**src/hw/soc_pkg.sv**
```systemverilog
`default_nettype none

package soc_pkg;

	// ----------------------------------------
	// Bus and map sizes
	// ----------------------------------------
	localparam int ADDR_W    = 32;
	localparam int DATA_W    = 32;
	localparam int LANES     = 4;		// Byte lanes per word
	localparam int RAM_WORDS = 16384;	// 64 KB of 32-bit words
	localparam int RAM_IDX_W = 14;

	// Region marker bits
	localparam int IO_REGION_BIT = 22;
	localparam int SDRAM_BIT_LO  = 24;	// SDRAM window is bit 24 or 25
	localparam int SDRAM_BIT_HI  = 25;

	// IO device numbers, address bits 15:8
	localparam logic [7:0] DEV_PORT_A = 8'h00;
	localparam logic [7:0] DEV_UART   = 8'h01;	// No device behind it any more
	localparam logic [7:0] DEV_LED    = 8'h02;

	// Reset hold ends once this counter bit sets
	localparam int HOLD_BIT = 3;

	// ----------------------------------------
	// Address word, two decodes
	// ----------------------------------------
	typedef struct packed {
		logic [ADDR_W-RAM_IDX_W-3:0] upper;
		logic [RAM_IDX_W-1:0]        word_idx;	// Bits 15:2
		logic [1:0]                  byte_off;
	} ram_view_t;

	typedef struct packed {
		logic [ADDR_W-17:0] upper;
		logic [7:0]         dev;		// 256 devices
		logic [4:0]         rsvd;
		logic [2:0]         reg_sel;	// Register within a device
	} io_view_t;

	typedef union packed {
		ram_view_t ram;
		io_view_t  io;
	} mem_addr_u;

	// Native processor bus request, 69 bits
	typedef struct packed {
		mem_addr_u         addr;
		logic [DATA_W-1:0] wdata;
		logic [LANES-1:0]  wmask;	// Nonzero means write
		logic              rstrb;	// Read strobe
	} mem_req_t;

	// One-hot target select
	typedef struct packed {
		logic ram;
		logic port_a;
		logic led;
		logic none;
	} mem_sel_t;

	// Byte of the lowest enabled lane, byte 0 if none
	function automatic logic [7:0] lane_pick(input logic [DATA_W-1:0] wdata,
			input logic [LANES-1:0] wmask);
		logic [7:0] pick;
		pick = wdata[7:0];
		for (int i = LANES - 1; i >= 0; i--) begin	// Walk down so lowest wins
			if (wmask[i])
				pick = wdata[i*8 +: 8];
		end
		return pick;
	endfunction

endpackage

`default_nettype wire

```
**src/hw/soc_reset_seq.sv**
```systemverilog
`timescale 1ns/100ps
`default_nettype none

module soc_reset_seq (
	input  logic cpu_clk,
	input  logic rst_n,
	input  logic manual_reset,	// Active high, restarts the hold
	output logic sys_rst_n		// Active low system reset
);
	import soc_pkg::*;

	typedef enum logic [2:0] {
		ST_RESET,
		ST_COUNT,
		ST_COMPLETE,
		ST_RELEASE,
		ST_IDLE
	} seq_state_t;

	seq_state_t state;
	seq_state_t next_state;
	logic [HOLD_BIT:0] hold_cnt;	// Hold counter

	// ----------------------------------------
	// Next state
	// ----------------------------------------
	always_comb begin
		next_state = state;
		case (state)
			ST_RESET:    next_state = ST_COUNT;
			ST_COUNT: begin
				if (hold_cnt[HOLD_BIT])	// Hold time reached
					next_state = ST_COMPLETE;
			end
			ST_COMPLETE: next_state = ST_RELEASE;
			ST_RELEASE:  next_state = ST_IDLE;
			ST_IDLE:     next_state = ST_IDLE;
			default:     next_state = ST_RESET;
		endcase
	end

	// ----------------------------------------
	// State, counter and reset output
	// ----------------------------------------
	always_ff @(posedge cpu_clk or negedge rst_n) begin
		if (!rst_n) begin
			state     <= ST_RESET;
			hold_cnt  <= '0;
			sys_rst_n <= 1'b0;
		end else begin
			case (state)
				ST_RESET: begin
					hold_cnt  <= '0;	// Clear on entry to counting
					sys_rst_n <= 1'b0;
				end
				ST_COUNT:   hold_cnt  <= hold_cnt + 1'b1;
				ST_RELEASE: sys_rst_n <= 1'b1;	// Let the system run
				default: begin
				end
			endcase

			// Manual reset wins from any state
			if (manual_reset)
				state <= ST_RESET;
			else
				state <= next_state;
		end
	end

	// Release only comes out of the release state
	a_no_release_while_counting: assert property (
		@(posedge cpu_clk) disable iff (!rst_n)
		(state == ST_COUNT) |-> !sys_rst_n
	);

endmodule

`default_nettype wire

```
**config.mk**
```make
export PLATFORM = sky130hd
export DESIGN_NAME = soc_reset_seq
export DESIGN_NICKNAME = d
export VERILOG_FILES = /design/src/hw/soc_pkg.sv /design/src/hw/soc_reset_seq.sv
export SDC_FILE = /design/constraint.sdc
export NUM_CORES = 1
export LEC_CHECK = 0
export ABC_AREA = 1
export BUFFER_PORTS_ARGS = -buffer_cell sky130_fd_sc_hd__buf_2
export CORE_AREA = 2 2 39 41
export CTS_BUF_LIST = sky130_fd_sc_hd__clkbuf_16
export DETAILED_ROUTE_END_ITERATION = 16
export DIE_AREA = 0 0 41 43
export SYNTH_ARGS = -nofsm -noshare
export SYNTH_HDL_FRONTEND = slang
export SYNTH_SLANG_ARGS = --single-unit
```
**constraint.sdc**
```tcl
create_clock -name cpu_clk -period 1.05 [get_ports cpu_clk]
set_clock_uncertainty 0.15 [all_clocks]
set_input_delay 0.21 -clock cpu_clk [delete_from_list [all_inputs] [get_ports cpu_clk]]
set_output_delay 0.21 -clock cpu_clk [all_outputs]
set_load 0.02 [all_outputs]
```
# Yosys cells after proc, flatten, opt, wreduce, memory -nomap -nowiden
# Cells that the tools add are included.
[word_totals]
regBits = 8
latch_bits = 0
ramBits = 0
romBits = 0
in_bits = 3
out_inout_bits = 1
wordCells = 18
n_memories = 0
[op_classes]
addsub = 1
n_mul = 0
div = 0
order_cmp = 0
eq_ne = 5
shift = 0
muxes = 5
bitwise = 0
reduce_logical = 4
[ops]
columns = ["op", "n"]
rows = [
  ["3-bit one-hot mux with 4 select lines", 1],
  ["4-bit one-hot mux with 2 select lines", 1],
  ["3-bit by 2-bit equality test with 1-bit output (second input constant)", 2],
  ["3-bit two-way mux", 2],
  ["4-bit by 1-bit adder with 4-bit output (second input constant)", 1],
  ["2-bit nonzero test", 2],
  ["3-bit by 1-bit equality test with 1-bit output (second input constant)", 1],
  ["3-bit equality test (second input constant)", 1],
  ["3-bit logical NOT", 1],
  ["3-bit != test (second input constant)", 1],
  ["1-bit one-hot mux with 2 select lines", 1],
  ["2-bit OR reduction", 1],
]

# Logic depth before layout (Yosys ltp)
[logic_depth]
depth_word = 4
ltp_mapped = 6
depth_no_buf = 6

# Least setup slack after synthesis
# No wires, ideal clock.
[synth_path]
path_kind = "register to register"
start = "register hold_cnt[0]"
end = "register hold_cnt[1]"
setup_time_ps = 126
arrival_time_ps = 779
required_ps = 774
slack_ps = -5
path_stages_with_launch = 4
n_path_buf = 0
synth_period_minus_slack_ps = 1055
path_cell_list = "dfrtp_1 > ha_1 > nand2_1 > o21ai_0"
[synth_between]
elab_chain_len = 2
[synth_rtl]
columns = ["item", "line", "source"]
rows = [
  ["from (decl)", "soc_reset_seq.sv:22", "logic [HOLD_BIT:0] hold_cnt;"],
  ["from (signal assigned)", "soc_reset_seq.sv:56", "ST_COUNT: hold_cnt <= hold_cnt + 1'b1;"],
  ["4-bit by 1-bit adder with 4-bit output", "soc_reset_seq.sv:56", ""],
  ["4-bit one-hot mux with 2 select lines", "soc_reset_seq.sv:51", "case (state)"],
]
# No other way between the ends.
# A chain may end at the register's enable or synchronous reset.

# Final worst setup path
[layout_path]
start = "register sys_rst_n"
end = "output sys_rst_n"
[layout_lines]
columns = ["item", "line", "source"]
rows = [
  ["from (decl)", "soc_reset_seq.sv:8", "output logic sys_rst_n"],
  ["from (signal assigned)", "soc_reset_seq.sv:49", "sys_rst_n <= 1'b0;"],
  ["from (signal assigned)", "soc_reset_seq.sv:54", "sys_rst_n <= 1'b0;"],
  ["from (signal assigned)", "soc_reset_seq.sv:57", "ST_RELEASE: sys_rst_n <= 1'b1;"],
]
# No word-level cell between the ends.

==> impl_metrics.json <==
{
  "synth-edff-count": 0,
  "die_h_um": 43,
  "path_cells": "buf_6",
  "syn_area_sq_um": 382,
  "syn_avg_cell_area_sq_um": 7.95,
  "fill_cells": 149,
  "wl_met3_um": 37,
  "clk_latency_ns": 0.23,
  "synth_common_cells": "nand2_1, dfrtp_1, inv_1",
  "worstPathRequired_ns": 0.69,
  "peakVddDrop_uv": 1080,
  "syn-num-nets": 52,
  "async_flop_share": 1.00,
  "portBuffers": 3,
  "power.leakage_nw": 0.305,
  "final_nets": 69,
  "drive_gt1_frac": 0.413,
  "hold_end": "state[0]",
  "yosysWarnings": 0,
  "wl_per_cell_um": 11.0,
  "yosysUniqueCellTypes": 13,
  "diodes": 0,
  "die_w_um": 41,
  "hold_path.class": "in -> reg",
  "post-route-period-util": 1.05,
  "gp_congestion": 0.758,
  "multi_input_area_sq_um": 203,
  "die_area_sq_um": 1760,
  "wl_um": 871,
  "wl_met1_um": 344,
  "synth_cells": 48,
  "highest_layer": "met4",
  "cts_buffers": 3,
  "cpPeakStageDelay_ns": 0.37,
  "first_pass_iters": 4,
  "cp_slowest_cell": "dfrtp_1",
  "r2r_cells": 5,
  "hp-start": "manual_reset",
  "dr.first_iter.drc_count": 2,
  "finalSetupViolations": 7,
  "coreArea_sq_um": 1380,
  "hold_depth": 2,
  "crit_family": "flip-flops",
  "worst_setup_path_start_kind": "flip-flop",
  "hpwl_um": 539,
  "timing.rr.start": "state[0]",
  "failed_checks": "setup timing",
  "yosysTopAreaCellShare": 0.525,
  "area_growth_syn_to_layout_pct": 63.0,
  "cts_max_level": 1,
  "ys.flop_type": "dfrtp_1",
  "root_buffer": "clkbuf_16",
  "rsz0062_at_grt": "yes",
  "synth_seq_cells": 8,
  "grt_use_total": 0.137,
  "grt_pass1_vias": 372,
  "path_buf_inv": 1,
  "synth_area_leaders": "dfrtp_1, nand2_1, inv_1",
  "outcome": "finished, violations left",
  "drc": 0,
  "grt_max_degree": 9,
  "antenna_found_initial": 0,
  "via_per_inst": 4.37,
  "yosysSeqAreaShare": 0.525,
  "cts.sinks": 8,
  "cp_max_fo": 2,
  "r2r_end": "hold_cnt[3]",
  "worst_slack_ns": -0.0488,
  "yosysMostFrequentCell": "nand2_1",
  "place_ws_ns": -0.0700,
  "hold_viol_final": 0,
  "period_needed_ns": 1.10,
  "slew_headroom": 0.865,
  "synth_top_area_cell": "dfrtp_1",
  "report.final.slew_viol_count": 0,
  "ant_nets": 0,
  "finalHoldWorstSlack_ns": 0.00998,
  "reg2reg_slack_ns": -0.05,
  "io_pins": 4,
  "start_util": 0.276,
  "arrival_ns": 0.74,
  "path_class": "reg -> out",
  "cap_violations": 0,
  "clock.fmax_ghz": 0.910,
  "grt-ovfl-total": 0,
  "cts_tree": "yes",
  "cellPowerDensity_nw_per_um2": 2010,
  "vias": 345,
  "cts.path.max_buffers": 2,
  "met2_length_um": 456,
  "rows": 14,
  "cts.clk_slew.worst_paths_ns": 0.04,
  "worst_pin_slew_ns": 0.202,
  "cp-end-kind": "output port",
  "grt_pass1_wl_mm": 1.48,
  "finalPower_w": 0.00125,
  "ff_latch_area_sq_um": 203
}
routing by layer:
metal | vias to the layer above | GRT usage
met5 | - | 0
met4 | 0 | 0.100
met1 | 156 | 0.137
met3 | 4 | 0.0628
li1 | 179 | -
met2 | 6 | 0.209
flip-flops by register name, indices dropped and copies added (netlist names):
name,cells
hold_cnt,4
state,3
sys_rst_n,1
layout by cell type, fill, tap and decap left out:
| master | instances |
|---|---|
| a21oi_1 | 1 |
| a21oi_2 | 1 |
| buf_2 | 2 |
| buf_4 | 8 |
| buf_6 | 1 |
| clkbuf_16 | 3 |
| dfrtp_1 | 6 |
| dfrtp_2 | 2 |
| dlygate4sd3_1 | 1 |
| ha_4 | 1 |
| inv_1 | 7 |
| inv_2 | 1 |
| nand2_1 | 11 |
| nand2_2 | 1 |
| nand2_4 | 1 |
| nand3_1 | 2 |
| nand3_2 | 1 |
| nor2_1 | 5 |
| nor2_2 | 1 |
| nor2_4 | 2 |
| o21ai_1 | 3 |
| o22ai_1 | 1 |
| xnor2_2 | 1 |
report_power, final:
part	leakage (nW)	switching [W]	internal, W
combinational	0.163	0.000102	0.000113
clock	0.0370	0.000149	0.000491
sequential	0.105	0.0000472	0.000347
worst max path at each step:
stage	start	to	slack (ns)	cells past startpoint
global route	state[2]	hold_cnt[3]	-0.13	6
floorplan	state[2]	hold_cnt[3]	0.009	6
CTS	state[2]	hold_cnt[3]	-0.06	6
global placement	state[1]	state[1]	-0.03	4
finish	sys_rst_n	sys_rst_n	-0.05	1
detailed placement	state[1]	state[1]	-0.07	4
logic make-up (layout without fill, tap and decap cells):
kind of cell	after synthesis	in the layout	synth area share
buffers and inverters	8	23	0.0787
AO/OA/AOI/OAI	6	6	0.0820
AND/OR/NAND/NOR	24	24	0.259
adder cells (fa/ha/maj)	1	1	0.0328
XOR/XNOR	1	1	0.0230
flip-flops	8	8	0.525
through the flow:
stage | instances | utilization | setup TNS, ns | area (sq um)
after CTS | 77 | 0.428 | -0.190 | 592
after global routing | 79 | 0.449 | -0.667 | 622
final | 79 | 0.449 | -0.182 | 622
after floorplan | 48 | - | 0 | 382
after global placement | 71 | 0.323 | -0.0879 | 447
after detailed placement | 71 | 0.323 | -0.236 | 447
cell type report:
| class | instances | area share |
|---|---|---|
| Sequential cell | 8 | 0.326 |
| Tap cell | 16 | 0.0322 |
| Clock buffer | 3 | 0.121 |
| Timing Repair Buffer | 12 | 0.147 |
| Inverter | 8 | 0.0483 |
| Multi-Input combinational cell | 32 | 0.326 |
timing repair:
| action | CTS | global route |
|---|---|---|
| resized for setup | 12 | 4 |
| endpoints found under the setup margin | 8 | 9 |
| setup buffers | 2 | 2 |
| gates cloned | 0 | 0 |
| hold endpoints to repair | 8 | 0 |
| hold buffers | 1 | 0 |
| pin swaps | 3 | 5 |
Power figures use the tool's default switching activity.
