File: src/hw/soc_pkg.sv
`default_nettype none

package soc_pkg;

	// ----------------------------------------
	// Bus and map sizes
	// ----------------------------------------
	localparam int ADDR_W    = 32;
	localparam int DATA_W    = 32;
	localparam int LANES     = 4;		// Byte lanes per word
	localparam int RAM_WORDS = 16384;	// 64 KB of 32-bit words
	localparam int RAM_IDX_W = 14;

	// Region marker bits
	localparam int IO_REGION_BIT = 22;
	localparam int SDRAM_BIT_LO  = 24;	// SDRAM window is bit 24 or 25
	localparam int SDRAM_BIT_HI  = 25;

	// IO device numbers, address bits 15:8
	localparam logic [7:0] DEV_PORT_A = 8'h00;
	localparam logic [7:0] DEV_UART   = 8'h01;	// No device behind it any more
	localparam logic [7:0] DEV_LED    = 8'h02;

	// Reset hold ends once this counter bit sets
	localparam int HOLD_BIT = 3;

	// ----------------------------------------
	// Address word, two decodes
	// ----------------------------------------
	typedef struct packed {
		logic [ADDR_W-RAM_IDX_W-3:0] upper;
		logic [RAM_IDX_W-1:0]        word_idx;	// Bits 15:2
		logic [1:0]                  byte_off;
	} ram_view_t;

	typedef struct packed {
		logic [ADDR_W-17:0] upper;
		logic [7:0]         dev;		// 256 devices
		logic [4:0]         rsvd;
		logic [2:0]         reg_sel;	// Register within a device
	} io_view_t;

	typedef union packed {
		ram_view_t ram;
		io_view_t  io;
	} mem_addr_u;

	// Native processor bus request, 69 bits
	typedef struct packed {
		mem_addr_u         addr;
		logic [DATA_W-1:0] wdata;
		logic [LANES-1:0]  wmask;	// Nonzero means write
		logic              rstrb;	// Read strobe
	} mem_req_t;

	// One-hot target select
	typedef struct packed {
		logic ram;
		logic port_a;
		logic led;
		logic none;
	} mem_sel_t;

	// Byte of the lowest enabled lane, byte 0 if none
	function automatic logic [7:0] lane_pick(input logic [DATA_W-1:0] wdata,
			input logic [LANES-1:0] wmask);
		logic [7:0] pick;
		pick = wdata[7:0];
		for (int i = LANES - 1; i >= 0; i--) begin	// Walk down so lowest wins
			if (wmask[i])
				pick = wdata[i*8 +: 8];
		end
		return pick;
	endfunction

endpackage

`default_nettype wire

File: src/hw/soc_addr_decode.sv
`timescale 1ns/100ps
`default_nettype none

module soc_addr_decode (
	input  logic                       cpu_clk,
	input  logic                       sys_rst_n,
	input  soc_pkg::mem_req_t          mem_req,
	input  logic [soc_pkg::DATA_W-1:0] ram_rdata,	// Registered by the RAM
	output soc_pkg::mem_sel_t          mem_sel,
	output logic [soc_pkg::DATA_W-1:0] mem_rdata
);
	import soc_pkg::*;

	logic is_sdram;
	logic is_io;
	logic rd_valid;		// Read issued last cycle
	logic rd_ram;		// That read hit RAM
	logic [DATA_W-1:0] rdata_q;	// Held result of the last read

	// ----------------------------------------
	// Region decode
	// ----------------------------------------
	assign is_sdram = mem_req.addr[SDRAM_BIT_HI] | mem_req.addr[SDRAM_BIT_LO];
	assign is_io    = mem_req.addr[IO_REGION_BIT] & ~is_sdram;	// SDRAM takes priority

	always_comb begin
		mem_sel = '0;
		if (is_sdram) begin
			mem_sel.none = 1'b1;	// Window is recognised and ignored
		end else if (is_io) begin
			case (mem_req.addr.io.dev)
				DEV_PORT_A: mem_sel.port_a = 1'b1;
				DEV_LED:    mem_sel.led    = 1'b1;
				DEV_UART:   mem_sel.none   = 1'b1;	// UART removed
				default:    mem_sel.none   = 1'b1;
			endcase
		end else begin
			mem_sel.ram = 1'b1;
		end
	end

	// ----------------------------------------
	// Read return
	// ----------------------------------------
	always_ff @(posedge cpu_clk or negedge sys_rst_n) begin
		if (!sys_rst_n) begin
			rd_valid <= 1'b0;
			rd_ram   <= 1'b0;
			rdata_q  <= '0;
		end else begin
			if (rd_valid)
				rdata_q <= mem_rdata;	// Keep it until the next read
			rd_valid <= mem_req.rstrb;
			if (mem_req.rstrb)
				rd_ram <= mem_sel.ram;
		end
	end

	// IO and SDRAM reads return zero
	assign mem_rdata = rd_valid ? (rd_ram ? ram_rdata : '0) : rdata_q;

	a_sel_onehot: assert property (
		@(posedge cpu_clk) disable iff (!sys_rst_n)
		$onehot(mem_sel)
	);

endmodule

`default_nettype wire

File: config.mk
export PLATFORM = sky130hd
export DESIGN_NAME = soc_addr_decode
export DESIGN_NICKNAME = d
export VERILOG_FILES = /design/src/hw/soc_pkg.sv /design/src/hw/soc_addr_decode.sv
export SDC_FILE = /design/constraint.sdc
export NUM_CORES = 1
export LEC_CHECK = 0
export BUFFER_PORTS_ARGS = -buffer_cell sky130_fd_sc_hd__buf_2
export CAP_MARGIN = 25
export CELL_PAD_IN_SITES_DETAIL_PLACEMENT = 1
export CELL_PAD_IN_SITES_GLOBAL_PLACEMENT = 1
export CORE_MARGIN = 8
export CORE_UTILIZATION = 23
export DETAILED_ROUTE_END_ITERATION = 7
export PLACE_DENSITY_LB_ADDON = 0.05
export REMOVE_ABC_BUFFERS = 1
export SYNTH_ARGS = -nofsm -noshare
export SYNTH_HDL_FRONTEND = slang
export SYNTH_SLANG_ARGS = --single-unit
File: constraint.sdc
create_clock -name cpu_clk -period 1.5 [get_ports cpu_clk]
set_clock_uncertainty 0.2 [all_clocks]
set_input_delay 0.3 -clock cpu_clk [delete_from_list [all_inputs] [get_ports cpu_clk]]
set_output_delay 0.3 -clock cpu_clk [all_outputs]
set_load 0.02 [all_outputs]
[Word level (Yosys, flattened, before mapping)]
Index checks and enable logic that the tools add are counted.
Widths: inputs -> output; s select.
Operators by class
  equality and inequality tests: 1
  mux-type cells: 9
  bitwise gates (word level): 3
  reduce and logical (&&, ||, !) cells: 2
Operators with widths (count)
  $mux 32: 2
  $eq 8x2->1 const B: 1
  $logic_not 8->1: 1
  $mux 3: 2
  $mux 1: 5
  $reduce_or 2->1: 1
  $and 1x1->1: 1
  $not 1->1: 1
  $or 1x1->1: 1
Storage, ports and cells
  output and inout port bits: 36
  bits of input ports: 103
  register bits: 34
  logic and storage cells: 18

[Depth between registers and ports, before layout]
Gate-level depths: netlist of run 1.
  depth after elaboration: 5
  gate-level depth with buffers: 6
  gate-level depth less buffers: 3

[Least setup slack after synthesis of run 1]
No wires, ideal clock.
  path kind: reg-to-output
  from: reg rd_valid
  to: out mem_rdata[0] (netlist name)
  stages on the path, launching flop included: 7
  data required time: 1.000 ns
  arrival time: 1.197 ns
  slack: -0.197 ns
  path through: dfrtp_1 -> buf_6 -> and2_4 -> buf_6 -> buf_8 -> nand2_2 -> o21ai_0
On the way
  cells in the longest elaborated chain, start to end: 1
Ends and longest elaborated chain
  start, declared: line soc_addr_decode.sv:16  | logic rd_valid;
  start signal, assigned: line soc_addr_decode.sv:53  | rd_valid <= mem_req.rstrb;
  $mux 32: line soc_addr_decode.sv:60  | assign mem_rdata = rd_valid ? (rd_ram ? ram_rdata : '0) : rdata_q;
  end, declared: line soc_addr_decode.sv:10  | output logic [soc_pkg::DATA_W-1:0] mem_rdata
Every way passes these cells.

[Final worst setup path of run 1]
  from: reg rd_valid
  to: out mem_rdata[6] (netlist name)
Same word-level chain as after synthesis.

==> reports/metrics.csv, run 1 <==
metric,value,unit
Routed Antenna Nets,0,
Max Cap Violations,0,
final cell count without fillers,371,
Die X-Extent,100.4,um
Ys Warns,0,
clock sinks,34,
Syn Area/Cell,8.853,um2
die height,100.4,um
"commonest non-fill, non-tap cell in the layout",buf_2,
final worst-path cycle share,1.269,
Ports,139,
WS Path Type,reg2out,
share of cells above drive strength 1,0.5091,
Post-Syn Instances,185,
worst vdd ir,0.3005,mV
GRT met2 Usage,0.1492,
dpl hpwl,3521,um
vias,1548,
drt pass-1 iters,3,
post-layout min period,1903,ps
antenna violations before repair,0,
met1 global-route usage,0.1139,
via density per instance,4.173,
count of final setup violators,35,
root buffer cell,clkbuf_8,
Final Util,0.3745,
setup ws final,-403.1,ps
synthesized flop and latch total,34,
Worst-Skew Late Latency,270,ps
min-delay worst type,in2reg,
CTS buffer count,5,
final design instance area without fill,0.002559,mm2
first-pass GRT wire length,7866,um
Max Clock Freq,0.5255,GHz
worst rel slew slack,0.8018,
"Seq/Total Area, Yosys",0.5195,
wire per inst,13.04,um
Pwr Density,785.8,mW/mm2
IO Port Bufs,81,
TritonCTS clock tree,done,
RSZ-0062 raised after global routing,yes,
number of unique standard cell types used by synthesis,18,
P_leak,1.220,nW
DRC Markers,0,
total grt overflow,0,
Worst Setup End Kind,primary output,
Synth Cell Area,0.001638,mm2
largest net degree at the start of global routing,35,
ant diodes,0,
Setup TNS,-10970,ps
Placed Cells,359,
Arrival @ worst endpoint,1400,ps
"Reg clk slew, reported paths",70,ps
"Area growth, synth to finish",56.23,%
final hold violations,0,
failing checks,negative setup slack,
Initial DRC Count,6,
Place WS,-263.2,ps
core area,0.006832,mm2
die area,0.01008,mm2
WP data required,1000,ps
gpl congestion,0.6464,
"commonest non-fill, non-tap cells in the layout","buf_2, dfrtp_1, inv_1",
Final Power,2.011,mW
num rows,30,
Final nets,378,
status,"finished, violations left",
Least-Margin Pin Slew,297.3,ps
vias in the first global route,1655,
max-slew violations,0,
Initial Utilization,0.2397,
hold_ws,37.70,ps
GR met3 Demand/Resource,0.05052,
cell area after placement,0.002170,mm2
startpoint types,register,
Worst Path Max Fanout,7,
final WL,4836,um
GRT Overall Usage,0.09725,
Longest Clk Path Bufs,2,
GRT Max-Usage Layer,met2,
Max H-tree Level,2,
-- per-layer routing --
layer	routed length [um]	up-vias
met4	48	0
li1	-	767
met3	473	5
met1	2248	721
met2	2065	55
met5	0	-
-- report_power, final --
part	internal [mW]	switching, mW	total (mW)
combinational	0.184	0.226	0.411
clock	0.319	0.309	0.629
sequential	0.959	0.0119	0.971
total	1.46	0.547	2.01
-- final timing paths --
path / from / end / slack, ps / depth (start not counted)
max: rd_valid$_DFF_PN0_ / mem_rdata[6] / -400 / 6
max in group asynchronous: sys_rst_n / rdata_q[18]$_DFFE_PN0P_ / 600 / 3
min reg2reg: rdata_q[10]$_DFFE_PN0P_ / rdata_q[10]$_DFFE_PN0P_ / 320 / 2
min in group asynchronous: sys_rst_n / rdata_q[8]$_DFFE_PN0P_ / 310 / 3
max reg2reg: rd_valid$_DFF_PN0_ / rdata_q[6]$_DFFE_PN0P_ / 170 / 5
min: ram_rdata[17] / rdata_q[17]$_DFFE_PN0P_ / 40 / 3
-- area by class of cell --
type	instances	area (um2)
flip-flops and latches	34	850.8
fillers	833	4273
multi-input cells	107	654.4
inverters	33	123.9
well taps	96	120.1
repair buffers	94	733.2
clock buffers	7	76.32
-- state kept, by name, indices dropped and copies added, names as in the netlist --
register	flops
rd_ram	1
rdata_q	32
rd_valid	1
-- logic make-up after synthesis --
kind of cell    Yosys count  synth area share
mux                       1          0.006875
compound gates           65            0.2009
buf+inv                  44            0.1314
flops                    34            0.5195
simple gates             41            0.1413
-- cells in the mapped netlist --
library cell	count	share of area
buf_8	1	0.0092
nand4_1	1	0.0038
nor2_1	3	0.0069
mux2_2	1	0.0069
clkbuf_1	6	0.014
nor3_1	2	0.0061
o21ai_0	56	0.17
nand2_1	9	0.021
buf_12	1	0.012
a211o_1	1	0.0053
o21ai_1	8	0.024
nand3_1	1	0.0031
nor4_2	1	0.0076
and2_4	1	0.0053
inv_1	33	0.076
dfrtp_1	34	0.52
nand2_2	23	0.088
buf_6	3	0.021
-- repair_timing --
action,in CTS,in global routing
hold buffers,2,0
setup endpoints to repair,35,35
pin swaps,4,3
gates resized for setup,51,47
gates cloned,0,1
setup buffers,0,4
endpoints found under the hold margin,35,0
-- worst max-delay path: stages (launching register included) --
cell	delay (ps)
dfrtp_1	400
and2_4	210
buf_12	150
buf_12	120
nand2_4	60
o21ai_2	50
buf_6	130
(Power assumes the default switching activity.)
==> run 2, diff against run 1 <==
- CELL_PAD_IN_SITES_DETAIL_PLACEMENT: 1 -> 0
- CELL_PAD_IN_SITES_GLOBAL_PLACEMENT: 1 -> 2
- CORE_UTILIZATION: 23 -> 17
==> run 2 against run 1 <==
Effect of this change:
- the run still ends with negative setup slack left
- sequential power about the same
- die area is 29% higher
- clock-buffer cell count decreased by 1
- wire length is 6.0% higher
- non-clock buffer count increased by 12
- total power increased by 25%
- clock power grew 67%
- fmax grew 0.82%
- global-route usage is 2.1 points lower
- setup slack better by 16 ps
- final area increased by 19%
- critical endpoint is now mem_rdata[21]
- largest cell class is now buffers
- highest routed layer unchanged
==> reports/metrics.csv, run 2 (same netlist as run 1, synthesis figures left out) <==
metric,value,unit,change
Die X-Extent,114.2,um,+14%
wire per inst,12.18,um,-6.6%
"reg-to-reg slack, setup",70,ps,-100 ps
first-pass GRT wire length,7783,um,-1.1%
WP data required,1000,ps,about the same
max-slew violations,0,,unchanged
crit path from,rd_valid$_DFF_PN0_,,
Worst Setup End Kind,primary output,,
number of flip-flops in the largest register,32,,unchanged
"commonest non-fill, non-tap cell in the layout",buf_2,,
Initial DRC Count,30,,+24
final hold violations,0,,unchanged
combinational share of power,0.196,,-0.008
count of final setup violators,35,,unchanged
die area,0.01303,mm2,+29%
Max H-tree Level,2,,unchanged
"slowest stage delay, CP",370,ps,-30 ps
gpl congestion,0.6297,,-2.6%
Final Util,0.3200,,-0.05457
Seq pwr share,0.385,,-0.098
reg2reg start,rd_valid$_DFF_PN0_,,
core area,0.009549,mm2,+40%
root buffer cell,clkbuf_8,,
die height,114.2,um,+14%
final design instance area without fill,0.003055,mm2,+19%
ant diodes,0,,unchanged
Longest Clk Path Bufs,2,,unchanged
worst hold start,ram_rdata[17],,
Worst-Skew Late Latency,270,ps,about the same
Worst Path Max Fanout,6,,-1
largest net degree at the start of global routing,25,,-29%
Switching Share,0.2469,,-0.02538
Pwr Density,823.8,mW/mm2,+4.8%
TritonCTS clock tree,done,,
registers with the most flip-flops,"rdata_q x32, rd_ram x1, rd_valid x1",,
dpl hpwl,3691,um,+4.8%
GRT Overall Usage,0.07593,,-0.02132
antenna violations before repair,0,,unchanged
Clk pwr share,0.419,,+0.106
Final Power,2.517,mW,+25%
vias in the first global route,1615,,-2.4%
Routed Antenna Nets,0,,unchanged
Max Cap Violations,0,,unchanged
Final nets,390,,+3.2%
status,"finished, violations left",,
largest register by flop count,rdata_q,,
clock sinks,34,,unchanged
IO Port Bufs,81,,unchanged
Arrival @ worst endpoint,1390,ps,about the same
startpoint types,register,,
cell area after placement,0.002252,mm2,+3.8%
share of cells above drive strength 1,0.6250,,+0.1159
"commonest non-fill, non-tap cells in the layout","buf_2, buf_6, inv_1, dfrtp_1",,
drt pass-1 iters,4,,+1
Max Clock Freq,0.5298,GHz,+0.82%
Met1 Wirelength,2329,um,+3.6%
final WL,5128,um,+6.0%
Place WS,-249.9,ps,+13.29 ps
Ports,139,,unchanged
worst rel slew slack,0.7062,,-0.09565
Initial Utilization,0.1715,,-0.06823
"Area growth, synth to finish",86.55,%,
DRC Markers,0,,unchanged
met3 routed WL,388,um,-18%
post-layout min period,1888,ps,-15.51 ps
vias,1595,,+3.0%
RSZ-0062 raised after global routing,yes,,
WS Path Type,reg2out,,
Routed met2 length,2353,um,+14%
Least-Margin Pin Slew,440.7,ps,+143.5 ps
switching power total,0.6215,mW,+14%
top layer in use,met4,,
via density per instance,3.789,,-9.2%
P_leak,1.487,nW,+22%
num rows,36,,+20%
Cell Int Power,1.895,mW,+30%
CTS buffer count,5,,unchanged
hold_ws,40.88,ps,+3.181 ps
setup ws final,-387.6,ps,+15.52 ps
failing checks,negative setup slack,,
crit path cell chain,and2_4 -> clkbuf_16 -> nand2_2 -> o21ai_2 -> buf_6,,
worst vdd ir,0.2915,mV,-3.0%
final worst-path cycle share,1.258,,-0.01034
total grt overflow,0,,unchanged
min-delay worst type,in2reg,,
critical path's slowest cell,dfrtp_2,,
"Reg clk slew, reported paths",80,ps,about the same
## run 2: cell types whose count changed in the layout (fill, tap and decap cells not counted), moves of 8 or more
| cell | change |
|---|---|
| o21ai_2 | +15 |
| buf_6 | +16 |
| nand2_4 | +14 |
| o21ai_1 | -16 |
| nand2_2 | -8 |
## run 2: area by class of cell
cell class	count	area, um2
fill	1045	6494
timing repair buffer	106	933.4
sequential	34	852.1
multi-input combinational	107	837.1
tap	133	166.4
inverter	33	123.9
clock buffer	6	82.58
clock inverter	2	60.06
## run 2: power by group through the flow
stage	logic [mW]	registers, mW	clock network, mW
detailed placement	0.342	0.989	0
global placement	0.345	0.988	0
floorplan	0.136	0.998	0
finish	0.493	0.970	1.05
global route	0.541	0.975	1.15
CTS	0.387	0.971	1.11
## run 2: critical path: cells and delay by family (launching register included)
kind / cells / cell delay, ps
AOI/OAI and AO/OA: 1 / 60
buffers and inverters: 2 / 340
DFF: 1 / 370
and+or+nand+nor: 2 / 330
## run 2: what timing repair did
action                     in CTS  in global routing
setup endpoints to repair      35                 35
cloned                          0                  3
setup buffers                   0                  9
resized for setup              62                100
pin swaps                       4                 16
hold endpoints to repair       16                  0
hold buffers                    2                  0
## run 2: layer usage
metal	track usage	up-vias
met5	0	-
met3	0.02848	2
met4	0.03461	0
met2	0.1175	47
met1	0.09139	738
li1	-	808
## run 2: stage by stage
stage	cells	TNS, ps
after floorplan	174	-44890
after global placement	399	-2999
after detailed placement	399	-2765
after CTS	409	-11520
after global routing	421	-13760
final	421	-11140
## run 2: worst paths after layout
path / cells after the start / endpoint
max: 5 / mem_rdata[21]
min: 3 / rdata_q[17]$_DFFE_PN0P_
max reg2reg: 6 / rdata_q[10]$_DFFE_PN0P_
min reg2reg: 2 / rdata_q[10]$_DFFE_PN0P_
max in group asynchronous: 3 / rdata_q[15]$_DFFE_PN0P_
min in group asynchronous: 2 / rdata_q[13]$_DFFE_PN0P_
