### config.mk
export PLATFORM = sky130hd
export DESIGN_NAME = soc_io_regs
export DESIGN_NICKNAME = d
export VERILOG_FILES = /design/src/hw/soc_pkg.sv /design/src/hw/soc_io_regs.sv
export SDC_FILE = /design/constraint.sdc
export NUM_CORES = 1
export LEC_CHECK = 0
export ABC_AREA = 1
export BUFFER_PORTS_ARGS = -buffer_cell sky130_fd_sc_hd__buf_4
export CORE_UTILIZATION = 31
export DETAILED_ROUTE_END_ITERATION = 12
export PLACE_DENSITY = 0.76
export SLEW_MARGIN = 20
export SYNTH_ARGS = -nofsm -noshare
export SYNTH_HDL_FRONTEND = slang
export SYNTH_SLANG_ARGS = --single-unit
### constraint.sdc
create_clock -name cpu_clk -period 0.8 [get_ports cpu_clk]
set_input_delay 0.16 -clock cpu_clk [delete_from_list [all_inputs] [get_ports cpu_clk]]
set_output_delay 0.16 -clock cpu_clk [all_outputs]
set_load 0.005 [all_outputs]
### src/hw/soc_pkg.sv
`default_nettype none

package soc_pkg;

	// ----------------------------------------
	// Bus and map sizes
	// ----------------------------------------
	localparam int ADDR_W    = 32;
	localparam int DATA_W    = 32;
	localparam int LANES     = 4;		// Byte lanes per word
	localparam int RAM_WORDS = 16384;	// 64 KB of 32-bit words
	localparam int RAM_IDX_W = 14;

	// Region marker bits
	localparam int IO_REGION_BIT = 22;
	localparam int SDRAM_BIT_LO  = 24;	// SDRAM window is bit 24 or 25
	localparam int SDRAM_BIT_HI  = 25;

	// IO device numbers, address bits 15:8
	localparam logic [7:0] DEV_PORT_A = 8'h00;
	localparam logic [7:0] DEV_UART   = 8'h01;	// No device behind it any more
	localparam logic [7:0] DEV_LED    = 8'h02;

	// Reset hold ends once this counter bit sets
	localparam int HOLD_BIT = 3;

	// ----------------------------------------
	// Address word, two decodes
	// ----------------------------------------
	typedef struct packed {
		logic [ADDR_W-RAM_IDX_W-3:0] upper;
		logic [RAM_IDX_W-1:0]        word_idx;	// Bits 15:2
		logic [1:0]                  byte_off;
	} ram_view_t;

	typedef struct packed {
		logic [ADDR_W-17:0] upper;
		logic [7:0]         dev;		// 256 devices
		logic [4:0]         rsvd;
		logic [2:0]         reg_sel;	// Register within a device
	} io_view_t;

	typedef union packed {
		ram_view_t ram;
		io_view_t  io;
	} mem_addr_u;

	// Native processor bus request, 69 bits
	typedef struct packed {
		mem_addr_u         addr;
		logic [DATA_W-1:0] wdata;
		logic [LANES-1:0]  wmask;	// Nonzero means write
		logic              rstrb;	// Read strobe
	} mem_req_t;

	// One-hot target select
	typedef struct packed {
		logic ram;
		logic port_a;
		logic led;
		logic none;
	} mem_sel_t;

	// Byte of the lowest enabled lane, byte 0 if none
	function automatic logic [7:0] lane_pick(input logic [DATA_W-1:0] wdata,
			input logic [LANES-1:0] wmask);
		logic [7:0] pick;
		pick = wdata[7:0];
		for (int i = LANES - 1; i >= 0; i--) begin	// Walk down so lowest wins
			if (wmask[i])
				pick = wdata[i*8 +: 8];
		end
		return pick;
	endfunction

endpackage

`default_nettype wire

### src/hw/soc_io_regs.sv
`timescale 1ns/100ps
`default_nettype none

module soc_io_regs (
	input  logic              cpu_clk,
	input  logic              sys_rst_n,	// Holds registers at zero
	input  soc_pkg::mem_req_t mem_req,
	input  soc_pkg::mem_sel_t mem_sel,
	input  logic              halt,		// From the processor
	output logic [7:0]        port_a,
	output logic              port_lb,	// Blue LED
	output logic              port_lr,	// Red LED
	output logic              port_lg	// Green LED
);
	import soc_pkg::*;

	logic       wr_en;		// Any lane enabled
	logic [7:0] wr_byte;	// Byte from the lowest lane

	assign wr_en   = |mem_req.wmask;
	assign wr_byte = lane_pick(mem_req.wdata, mem_req.wmask);

	// ----------------------------------------
	// Port A
	// ----------------------------------------
	always_ff @(posedge cpu_clk or negedge sys_rst_n) begin
		if (!sys_rst_n) begin
			port_a <= '0;
		end else if (mem_sel.port_a && wr_en) begin
			port_a <= wr_byte;	// Full byte
		end
	end

	// ----------------------------------------
	// Blue LED
	// ----------------------------------------
	always_ff @(posedge cpu_clk or negedge sys_rst_n) begin
		if (!sys_rst_n) begin
			port_lb <= 1'b0;
		end else if (mem_sel.led && wr_en) begin
			port_lb <= wr_byte[0];	// Only bit 0 of the picked byte
		end
	end

	// ----------------------------------------
	// Status LEDs
	// ----------------------------------------
	// Red while halted, green while running
	assign port_lr = halt;
	assign port_lg = ~halt;

	a_leds_exclusive: assert property (
		@(posedge cpu_clk) disable iff (!sys_rst_n)
		!(port_lr && port_lg)
	);

endmodule

`default_nettype wire

Yosys cells after proc, flatten, opt, wreduce, memory -nomap -nowiden
Cells that the tools add are included.
{"block": "totals", "reg_bits": 9, "inputBits": 76, "output_inout_bits": 11, "word_cells": 10}
{"block": "classes", "muxes": 4, "bitwise": 1, "reduce_logical": 3}
{"operator": "two-way mux 8 bit", "n": 4}
{"operator": "OR reduction 4 bit", "n": 1}
{"operator": "logical AND 1 bit", "n": 2}
{"operator": "inverter 1 bit", "n": 1}

Logic depth before layout (Yosys ltp)
Gate-level depths: netlist (run 1).
{"block": "logic_depth", "word_depth": 4, "ltp_mapped": 8, "depth_no_buf": 7}

Worst setup path before layout (run 1)
No wires, ideal clock.
{"block": "synth_timing", "path_type": "input-to-reg", "start": "in mem_req[4] (netlist name)", "end": "reg port_a[0]", "setup_ps": 116, "arrival_time_ps": 788, "t_required_ps": 684, "path_slack_ps": -104, "cell_stages": 8, "n_path_buf": 2, "cell_sequence": "buf_6 nor2_4 nand2_4 nand2_4 buf_8 inv_1 nand2_1 nand2_1"}
{"block": "synth_between", "elab_chain_len": 4, "word_cells_on_any_way": 6, "cone_classes": "mux: 4; reduce/logical: 2"}
{"item": "from (decl)", "line_no": "soc_io_regs.sv:7", "rtl": "input soc_pkg::mem_req_t mem_req,"}
{"item": "two-way mux 8 bit (4 in a row)", "line_no": "soc_pkg.sv:70", "rtl": "if (wmask[i])"}
{"item": "to (signal assigned)", "line_no": "soc_io_regs.sv:30", "rtl": "port_a <= wr_byte;"}
{"item": "to (decl)", "line_no": "soc_io_regs.sv:10", "rtl": "output logic [7:0] port_a,"}
Parallel ways exist; a longest one is shown, timed or not.
A chain may end at the register's enable or synchronous reset.

Worst setup path after layout (run 1)
{"block": "layout_timing", "start": "reg port_a[4]", "end": "out port_a[4]"}
No word-level cell between the ends.

==> flow_summary.json, run 1 <==
{
  "numCtsBuffers": 3,
  "leakage_nw": 0.7745,
  "rsz0062_at_grt": "true",
  "critPathSlowestCell": "dfrtp_1",
  "arrival_ns": 0.79,
  "final_cell_mix": "buf_4, nand2_1, nor2_1",
  "antenna_found_initial": 0,
  "wl_per_cell_um": 9.930,
  "final_common_cell": "buf_4",
  "clk_latency_ns": 0.26,
  "grt_overflow": 0,
  "syn_inst": 131,
  "post-route-util_pct": 58.05,
  "timing.final.crit_share_pct": 118.8,
  "synth.yosys.seq_area_share_pct": 28.04,
  "yosys_warnings": 0,
  "first_global_vias": 926,
  "dr.pass1.iters": 4,
  "drc": 0,
  "dieArea_sq_um": 2799,
  "fmax_ghz": 1.052,
  "dp_slack_ns": -0.2351,
  "status": "finished with violations",
  "cp-start-kind": "register",
  "ys_types": 17,
  "totalPowerFinal_w": 0.001646,
  "numPortBuffers": 51,
  "finalSetupViolations": 10,
  "fillers": 253,
  "power_per_cell_area_nw_per_um2": 1155,
  "fp.dieW_um": 52.91,
  "cts_tree": "yes",
  "syn_area_sq_um": 803.3,
  "hold_class": "input port to register",
  "crit_type": "register to output port",
  "maxSlewHeadroom_pct": 86.12,
  "endpoint_kind": "output port",
  "violations": "negative setup slack",
  "path_max_fanout": 2,
  "die_height_um": 52.91,
  "grtUsageTotal_pct": 17.78,
  "fin_crit_ns": 0.9503,
  "syn_avg_cell_area_sq_um": 6.132,
  "io_pins": 87,
  "synth_fp_nets": 207,
  "ys_seq_elements": 9,
  "max_stage_delay_ns": 0.40,
  "worst_pin_slew_ns": 0.2074,
  "path_delay_family": "flip-flops",
  "routed_wl_um": 2284,
  "path_buf_inv": 1,
  "hold_violations": 0,
  "cts_root_buf": "clkbuf_4",
  "syn2layout_area_growth_pct": 77.41,
  "drt.antenna.violating_nets": 0,
  "finalSetupTns_ns": -1.265,
  "drive_gt1_share_pct": 46.00,
  "hold_ws_ns": 0.1609,
  "viasPerCell": 4.452,
  "clkTransAtPathRegs_ns": 0.06,
  "cts_max_level": 1,
  "via_count": 1024,
  "grt_pass1_wl_um": 3615,
  "cap_violations": 0,
  "worstPathCellList": "buf_6",
  "layout_setup_ws_ns": -0.1503,
  "drv_slew": 0,
  "dpl.hpwl_um": 1881,
  "initial_utilization_pct": 32.72,
  "core_area_sq_um": 2455,
  "gp_congestion": 0.8175,
  "fp-row-count": 18,
  "cp.required_ns": 0.64,
  "layout.nets": 277,
  "irDropWorstVdd_uv": 905.4,
  "skew_ns": 0,
  "grt_max_degree": 13,
  "cts_buffer_depth": 2,
  "cts_sinks": 9,
  "dr.first_iter.drc_count": 9,
  "n_antenna_cell": 0
}
-- sequential cells by signal (all words and copies together), names as in the netlist --
signal,count
port_a,8
port_lb,1
-- repair_timing --
| item | 4_1_cts | 5_1_grt |
|---|---|---|
| endpoints found under the hold margin | 9 | 0 |
| gates resized for setup | 11 | 4 |
| endpoints found under the setup margin | 9 | 11 |
| hold buffers | 1 | 0 |
| gates cloned | 0 | 0 |
| setup buffers | 4 | 2 |
-- stage by stage --
stage | instances | area, sq um
6_report | 230 | 1425
5_1_grt | 230 | 1425
4_1_cts | 228 | 1386
3_5_place_dp | 219 | 1279
3_3_place_gp | 219 | 1279
2_1_floorplan | 131 | 809.5
-- logic make-up (layout without fill, tap and decap cells) --
logic type / count (synthesis) / in the layout / share of synthesized area, %
compound gates: 12 / 12 / 9.657
buf+inv: 13 / 82 / 10.43
flops: 9 / 9 / 28.04
simple gates: 97 / 97 / 51.87
-- cell usage after synthesis --
master	number	area share, %
nor2_2	5	3.9
buf_4	2	1.9
buf_2	1	0.62
a21oi_1	7	4.4
buf_6	2	2.8
inv_1	5	2.3
nand3_1	12	7.5
nand2_1	54	25
nor2_1	22	10
o21a_1	1	0.93
buf_8	1	1.9
nor2_4	1	1.4
a21oi_2	4	4.4
nand2_2	1	0.78
nand2_4	2	2.8
inv_2	2	0.93
dfrtp_1	9	28
-- report_power, final --
part,total (W),internal (W),switching (W)
Combinational,0.000729,0.000442,0.000287
Sequential,0.000561,0.000515,0.0000467
Clock,0.000356,0.000193,0.000163
-- layout make-up --
class / instances / area [sq um] / share of cell area, %
Timing Repair Buffer: 71 / 585.6 / 41.09
Multi-Input combinational cell: 109 / 521.8 / 36.61
Sequential cell: 9 / 225.2 / 15.80
Tap cell: 30 / 37.54 / 2.634
Inverter: 7 / 28.78 / 2.019
Clock buffer: 4 / 26.28 / 1.844
-- path summary, 6_finish.rpt --
check | startpoint | cells past startpoint | slack [ns] | endpoint
worst max-delay path | port_a[4]$_DFFE_PN0P_ | 1 | -0.15 | port_a[4]
worst min-delay path | mem_sel[1] | 4 | 0.16 | port_lb$_DFFE_PN0P_
worst max register to register | port_a[7]$_DFFE_PN0P_ | 4 | -0.03 | port_a[7]$_DFFE_PN0P_
worst min register to register | port_lb$_DFFE_PN0P_ | 2 | 0.51 | port_lb$_DFFE_PN0P_
max in group asynchronous | sys_rst_n | 2 | 0.41 | port_a[1]$_DFFE_PN0P_
min in group asynchronous | sys_rst_n | 2 | 0.25 | port_lb$_DFFE_PN0P_
-- layer usage --
metal  part of all wire [%]  wire [um]  vias up  global-route usage [%]
met5                      0          0        -                       0
met1                     42        956      445                   19.72
met4                      0          0        0                   3.947
li1                       -          -      545                       -
met3                    6.6        150        0                   3.736
met2                     52       1177       34                   33.97
(Power assumes the default switching activity.)
==> inputs of run 2 (changes only) <==
--- a/config.mk
+++ b/config.mk
@@ -5,11 +5,10 @@
 export SDC_FILE = /design/constraint.sdc
 export NUM_CORES = 1
 export LEC_CHECK = 0
-export ABC_AREA = 1
 export BUFFER_PORTS_ARGS = -buffer_cell sky130_fd_sc_hd__buf_4
-export CORE_UTILIZATION = 31
+export CORE_UTILIZATION = 32
 export DETAILED_ROUTE_END_ITERATION = 12
-export PLACE_DENSITY = 0.76
+export PLACE_DENSITY = 0.79
 export SLEW_MARGIN = 20
 export SYNTH_ARGS = -nofsm -noshare
 export SYNTH_HDL_FRONTEND = slang
==> constraint.sdc (replaced) <==
create_clock -name cpu_clk -period 0.9 [get_ports cpu_clk]
set_input_delay 0.18 -clock cpu_clk [delete_from_list [all_inputs] [get_ports cpu_clk]]
set_output_delay 0.18 -clock cpu_clk [all_outputs]
set_load 0.005 [all_outputs]
==> run 2 against run 1 <==
  * The flow still finishes with violations (negative setup slack)
  * Critical path type unchanged
  * Sequential share of layout area up 0.96 points
  * Count of clock-buffer cells in the layout stayed put
  * Final area decreased by 5.7%
  * Largest cell class unchanged
==> flow_summary.json, run 2 <==
{
  "status": "finished with violations",
  "violations": "negative setup slack",
  "drv_slew": 0,
  "synth_top_area_share_pct": 31.09,
  "drt.antenna.violating_nets": 0,
  "viasPerCell": 5.225,
  "fmax_ghz": 1.016,
  "synthTopCellsByArea": "dfrtp_1, mux2_2, o211ai_1",
  "irDropWorstVdd_uv": 798.9,
  "fin_crit_ns": 0.9843,
  "fp.dieW_um": 49.58,
  "ys_seq_elements": 9,
  "r2r_start": "port_a[4]$_DFFE_PN0P_",
  "skew_ns": 0,
  "synth_fp_nets": 151,
  "cts_sinks": 9,
  "rsz0062_at_grt": "true",
  "dpl_cell_area_sq_um": 1204,
  "top_register": "port_a",
  "numCtsBuffers": 3,
  "timing.final.crit_share_pct": 109.4,
  "synth_area_leader_cell": "dfrtp_1",
  "cp.required_ns": 0.72,
  "hold_violations": 0,
  "core_area_sq_um": 2042,
  "ys.flop_type": "dfrtp_1",
  "reg2reg_depth": 4,
  "routed_wl_um": 2506,
  "syn_area_sq_um": 724.4,
  "path_buf_inv": 1,
  "dpl.hpwl_um": 1945,
  "grt_use_met1_pct": 26.34,
  "totalPowerFinal_w": 0.001442,
  "grtUsageMet3_pct": 5.864,
  "worstSetupStartpoint": "port_a[5]$_DFFE_PN0P_",
  "cap_violations": 0,
  "r2r-end": "port_a[4]$_DFFE_PN0P_",
  "met2_usage_pct": 39.64,
  "syn_inst": 75,
  "synth_commonest_cells": "dfrtp_1, mux2_2, nor2_1",
  "cts_root_buf": "clkbuf_4",
  "endpoint_kind": "output port",
  "initial_utilization_pct": 35.48,
  "power_per_cell_area_nw_per_um2": 1073,
  "critPathSlowestCell": "dfrtp_1",
  "arrival_ns": 0.80,
  "layout.nets": 219,
  "yosys_warnings": 0,
  "final_cell_mix": "buf_4, buf_6, dfrtp_1",
  "dr.pass1.iters": 4,
  "grtUsageTotal_pct": 22.22,
  "wl_per_cell_um": 14.83,
  "fin_area_sq_um": 1344,
  "clkTransAtPathRegs_ns": 0.06,
  "grt_pass1_wl_um": 4153,
  "synth.yosys.seq_area_share_pct": 31.09,
  "drive_gt1_share_pct": 59.86,
  "dieArea_sq_um": 2458,
  "max_stage_delay_ns": 0.41,
  "n_antenna_cell": 0,
  "crit_type": "register to output port",
  "fillers": 176,
  "reg_top3": "port_a (8), port_lb (1)",
  "final_common_cell": "buf_4",
  "layout_setup_ws_ns": -0.08426,
  "path_max_fanout": 2,
  "grt_max_degree": 11,
  "synth.most_common_cell": "dfrtp_1",
  "grt_busiest_layer": "met2",
  "syn2layout_area_growth_pct": 85.49,
  "die_height_um": 49.58,
  "hold_end": "port_lb$_DFFE_PN0P_",
  "dr.first_iter.drc_count": 11,
  "leakage_nw": 0.6465,
  "worst_pin_slew_ns": 0.2819,
  "fp-row-count": 16,
  "cp-start-kind": "register",
  "synth_edf_count": 0,
  "numPortBuffers": 51,
  "maxSlewHeadroom_pct": 81.20,
  "largest_reg_flops": 8,
  "hp-start": "mem_sel[1]",
  "cts_max_level": 1,
  "r2r_setup_slack_ns": 0.02,
  "antenna_found_initial": 0,
  "finalSetupViolations": 10,
  "cts_tree": "yes",
  "grt_overflow": 0,
  "ys_types": 26,
  "worstPathCellList": "buf_6",
  "syn_avg_cell_area_sq_um": 9.659,
  "gp_congestion": 0.8266,
  "hold_depth": 2,
  "post-route-util_pct": 65.81,
  "io_pins": 87,
  "clk_latency_ns": 0.27,
  "drc": 0,
  "cts_buffer_depth": 2,
  "path_delay_family": "flip-flops",
  "first_global_vias": 906,
  "via_count": 883,
  "hold_class": "input port to register",
  "synthArstFlopShare_pct": 100.0
}
==> run 2: cell count changes after synthesis, sizes merged, moves of 3 or more <==
cell    before  now
a211oi       0    3
a21o         0    3
a21oi       11    5
a221oi       0    4
and3b        0    3
inv          7    2
mux2         0    8
nand2       57    3
nand2b       0    5
nand3       12    0
nor2        28    7
o211ai       0    5
o21ai        0    6
==> run 2: area by class of cell <==
cell class                      count  area, sq um  area share (%)
Tap cell                           27        33.78           2.514
Timing Repair Buffer               68        579.3           43.11
Sequential cell                     9        225.2           16.76
Clock buffer                        4        26.28           1.955
Multi-Input combinational cell     59        471.7           35.10
Inverter                            2        7.507          0.5587
==> run 2: logic make-up (layout without fill, tap and decap cells) <==
| group | after synthesis | in the layout | synth area share, % |
|---|---|---|---|
| AO/OA/AOI/OAI | 31 | 31 | 35.23 |
| buffers and inverters | 7 | 74 | 5.527 |
| flip-flops | 9 | 9 | 31.09 |
| multiplexers | 8 | 8 | 12.44 |
| AND/OR/NAND/NOR | 20 | 20 | 15.72 |
==> run 2: worst max-delay path by stage <==
stage	slack, ns	to	cells after the start
6_report	-0.08	port_a[5]	1
3_5_place_dp	-0.36	port_a[2]$_DFFE_PN0P_	5
3_3_place_gp	-0.30	port_a[3]$_DFFE_PN0P_	4
2_1_floorplan	-0.18	port_a[6]$_DFFE_PN0P_	4
4_1_cts	-0.08	port_a[5]	1
5_1_grt	-0.10	port_a[5]	1
==> run 2: stage by stage <==
step	std cells	hold slack, ns	setup TNS, ns	setup WS, ns
floorplan	75	-0.1156	-1.569	-0.1795
global placement	159	0.006843	-2.503	-0.2992
detailed placement	159	0.008806	-2.671	-0.3581
CTS	168	0.1436	-0.6383	-0.08253
global route	169	0.1458	-0.8692	-0.1008
finish	169	0.1460	-0.6072	-0.08426
==> run 2: report_power, final <==
part | switching (W) | internal [W] | leakage [nW]
sequential | 0.0000432 | 0.000457 | 0.104
clock | 0.000156 | 0.000172 | 0.0150
combinational | 0.000217 | 0.000397 | 0.527
==> run 2: timing repair <==
action / 4_1_cts / 5_1_grt
gates resized for setup: 15 / 3
setup buffers: 4 / 1
setup endpoints to repair: 15 / 11
hold endpoints to repair: 9 / 0
hold buffers: 1 / 0
pin swaps: 2 / 4
==> run 2: per-layer routing <==
metal / vias up / part of all wire [%]
li1: 423 / -
met1: 417 / 41
met2: 40 / 52
met3: 3 / 6.8
met4: 0 / 0.56
met5: - / 0
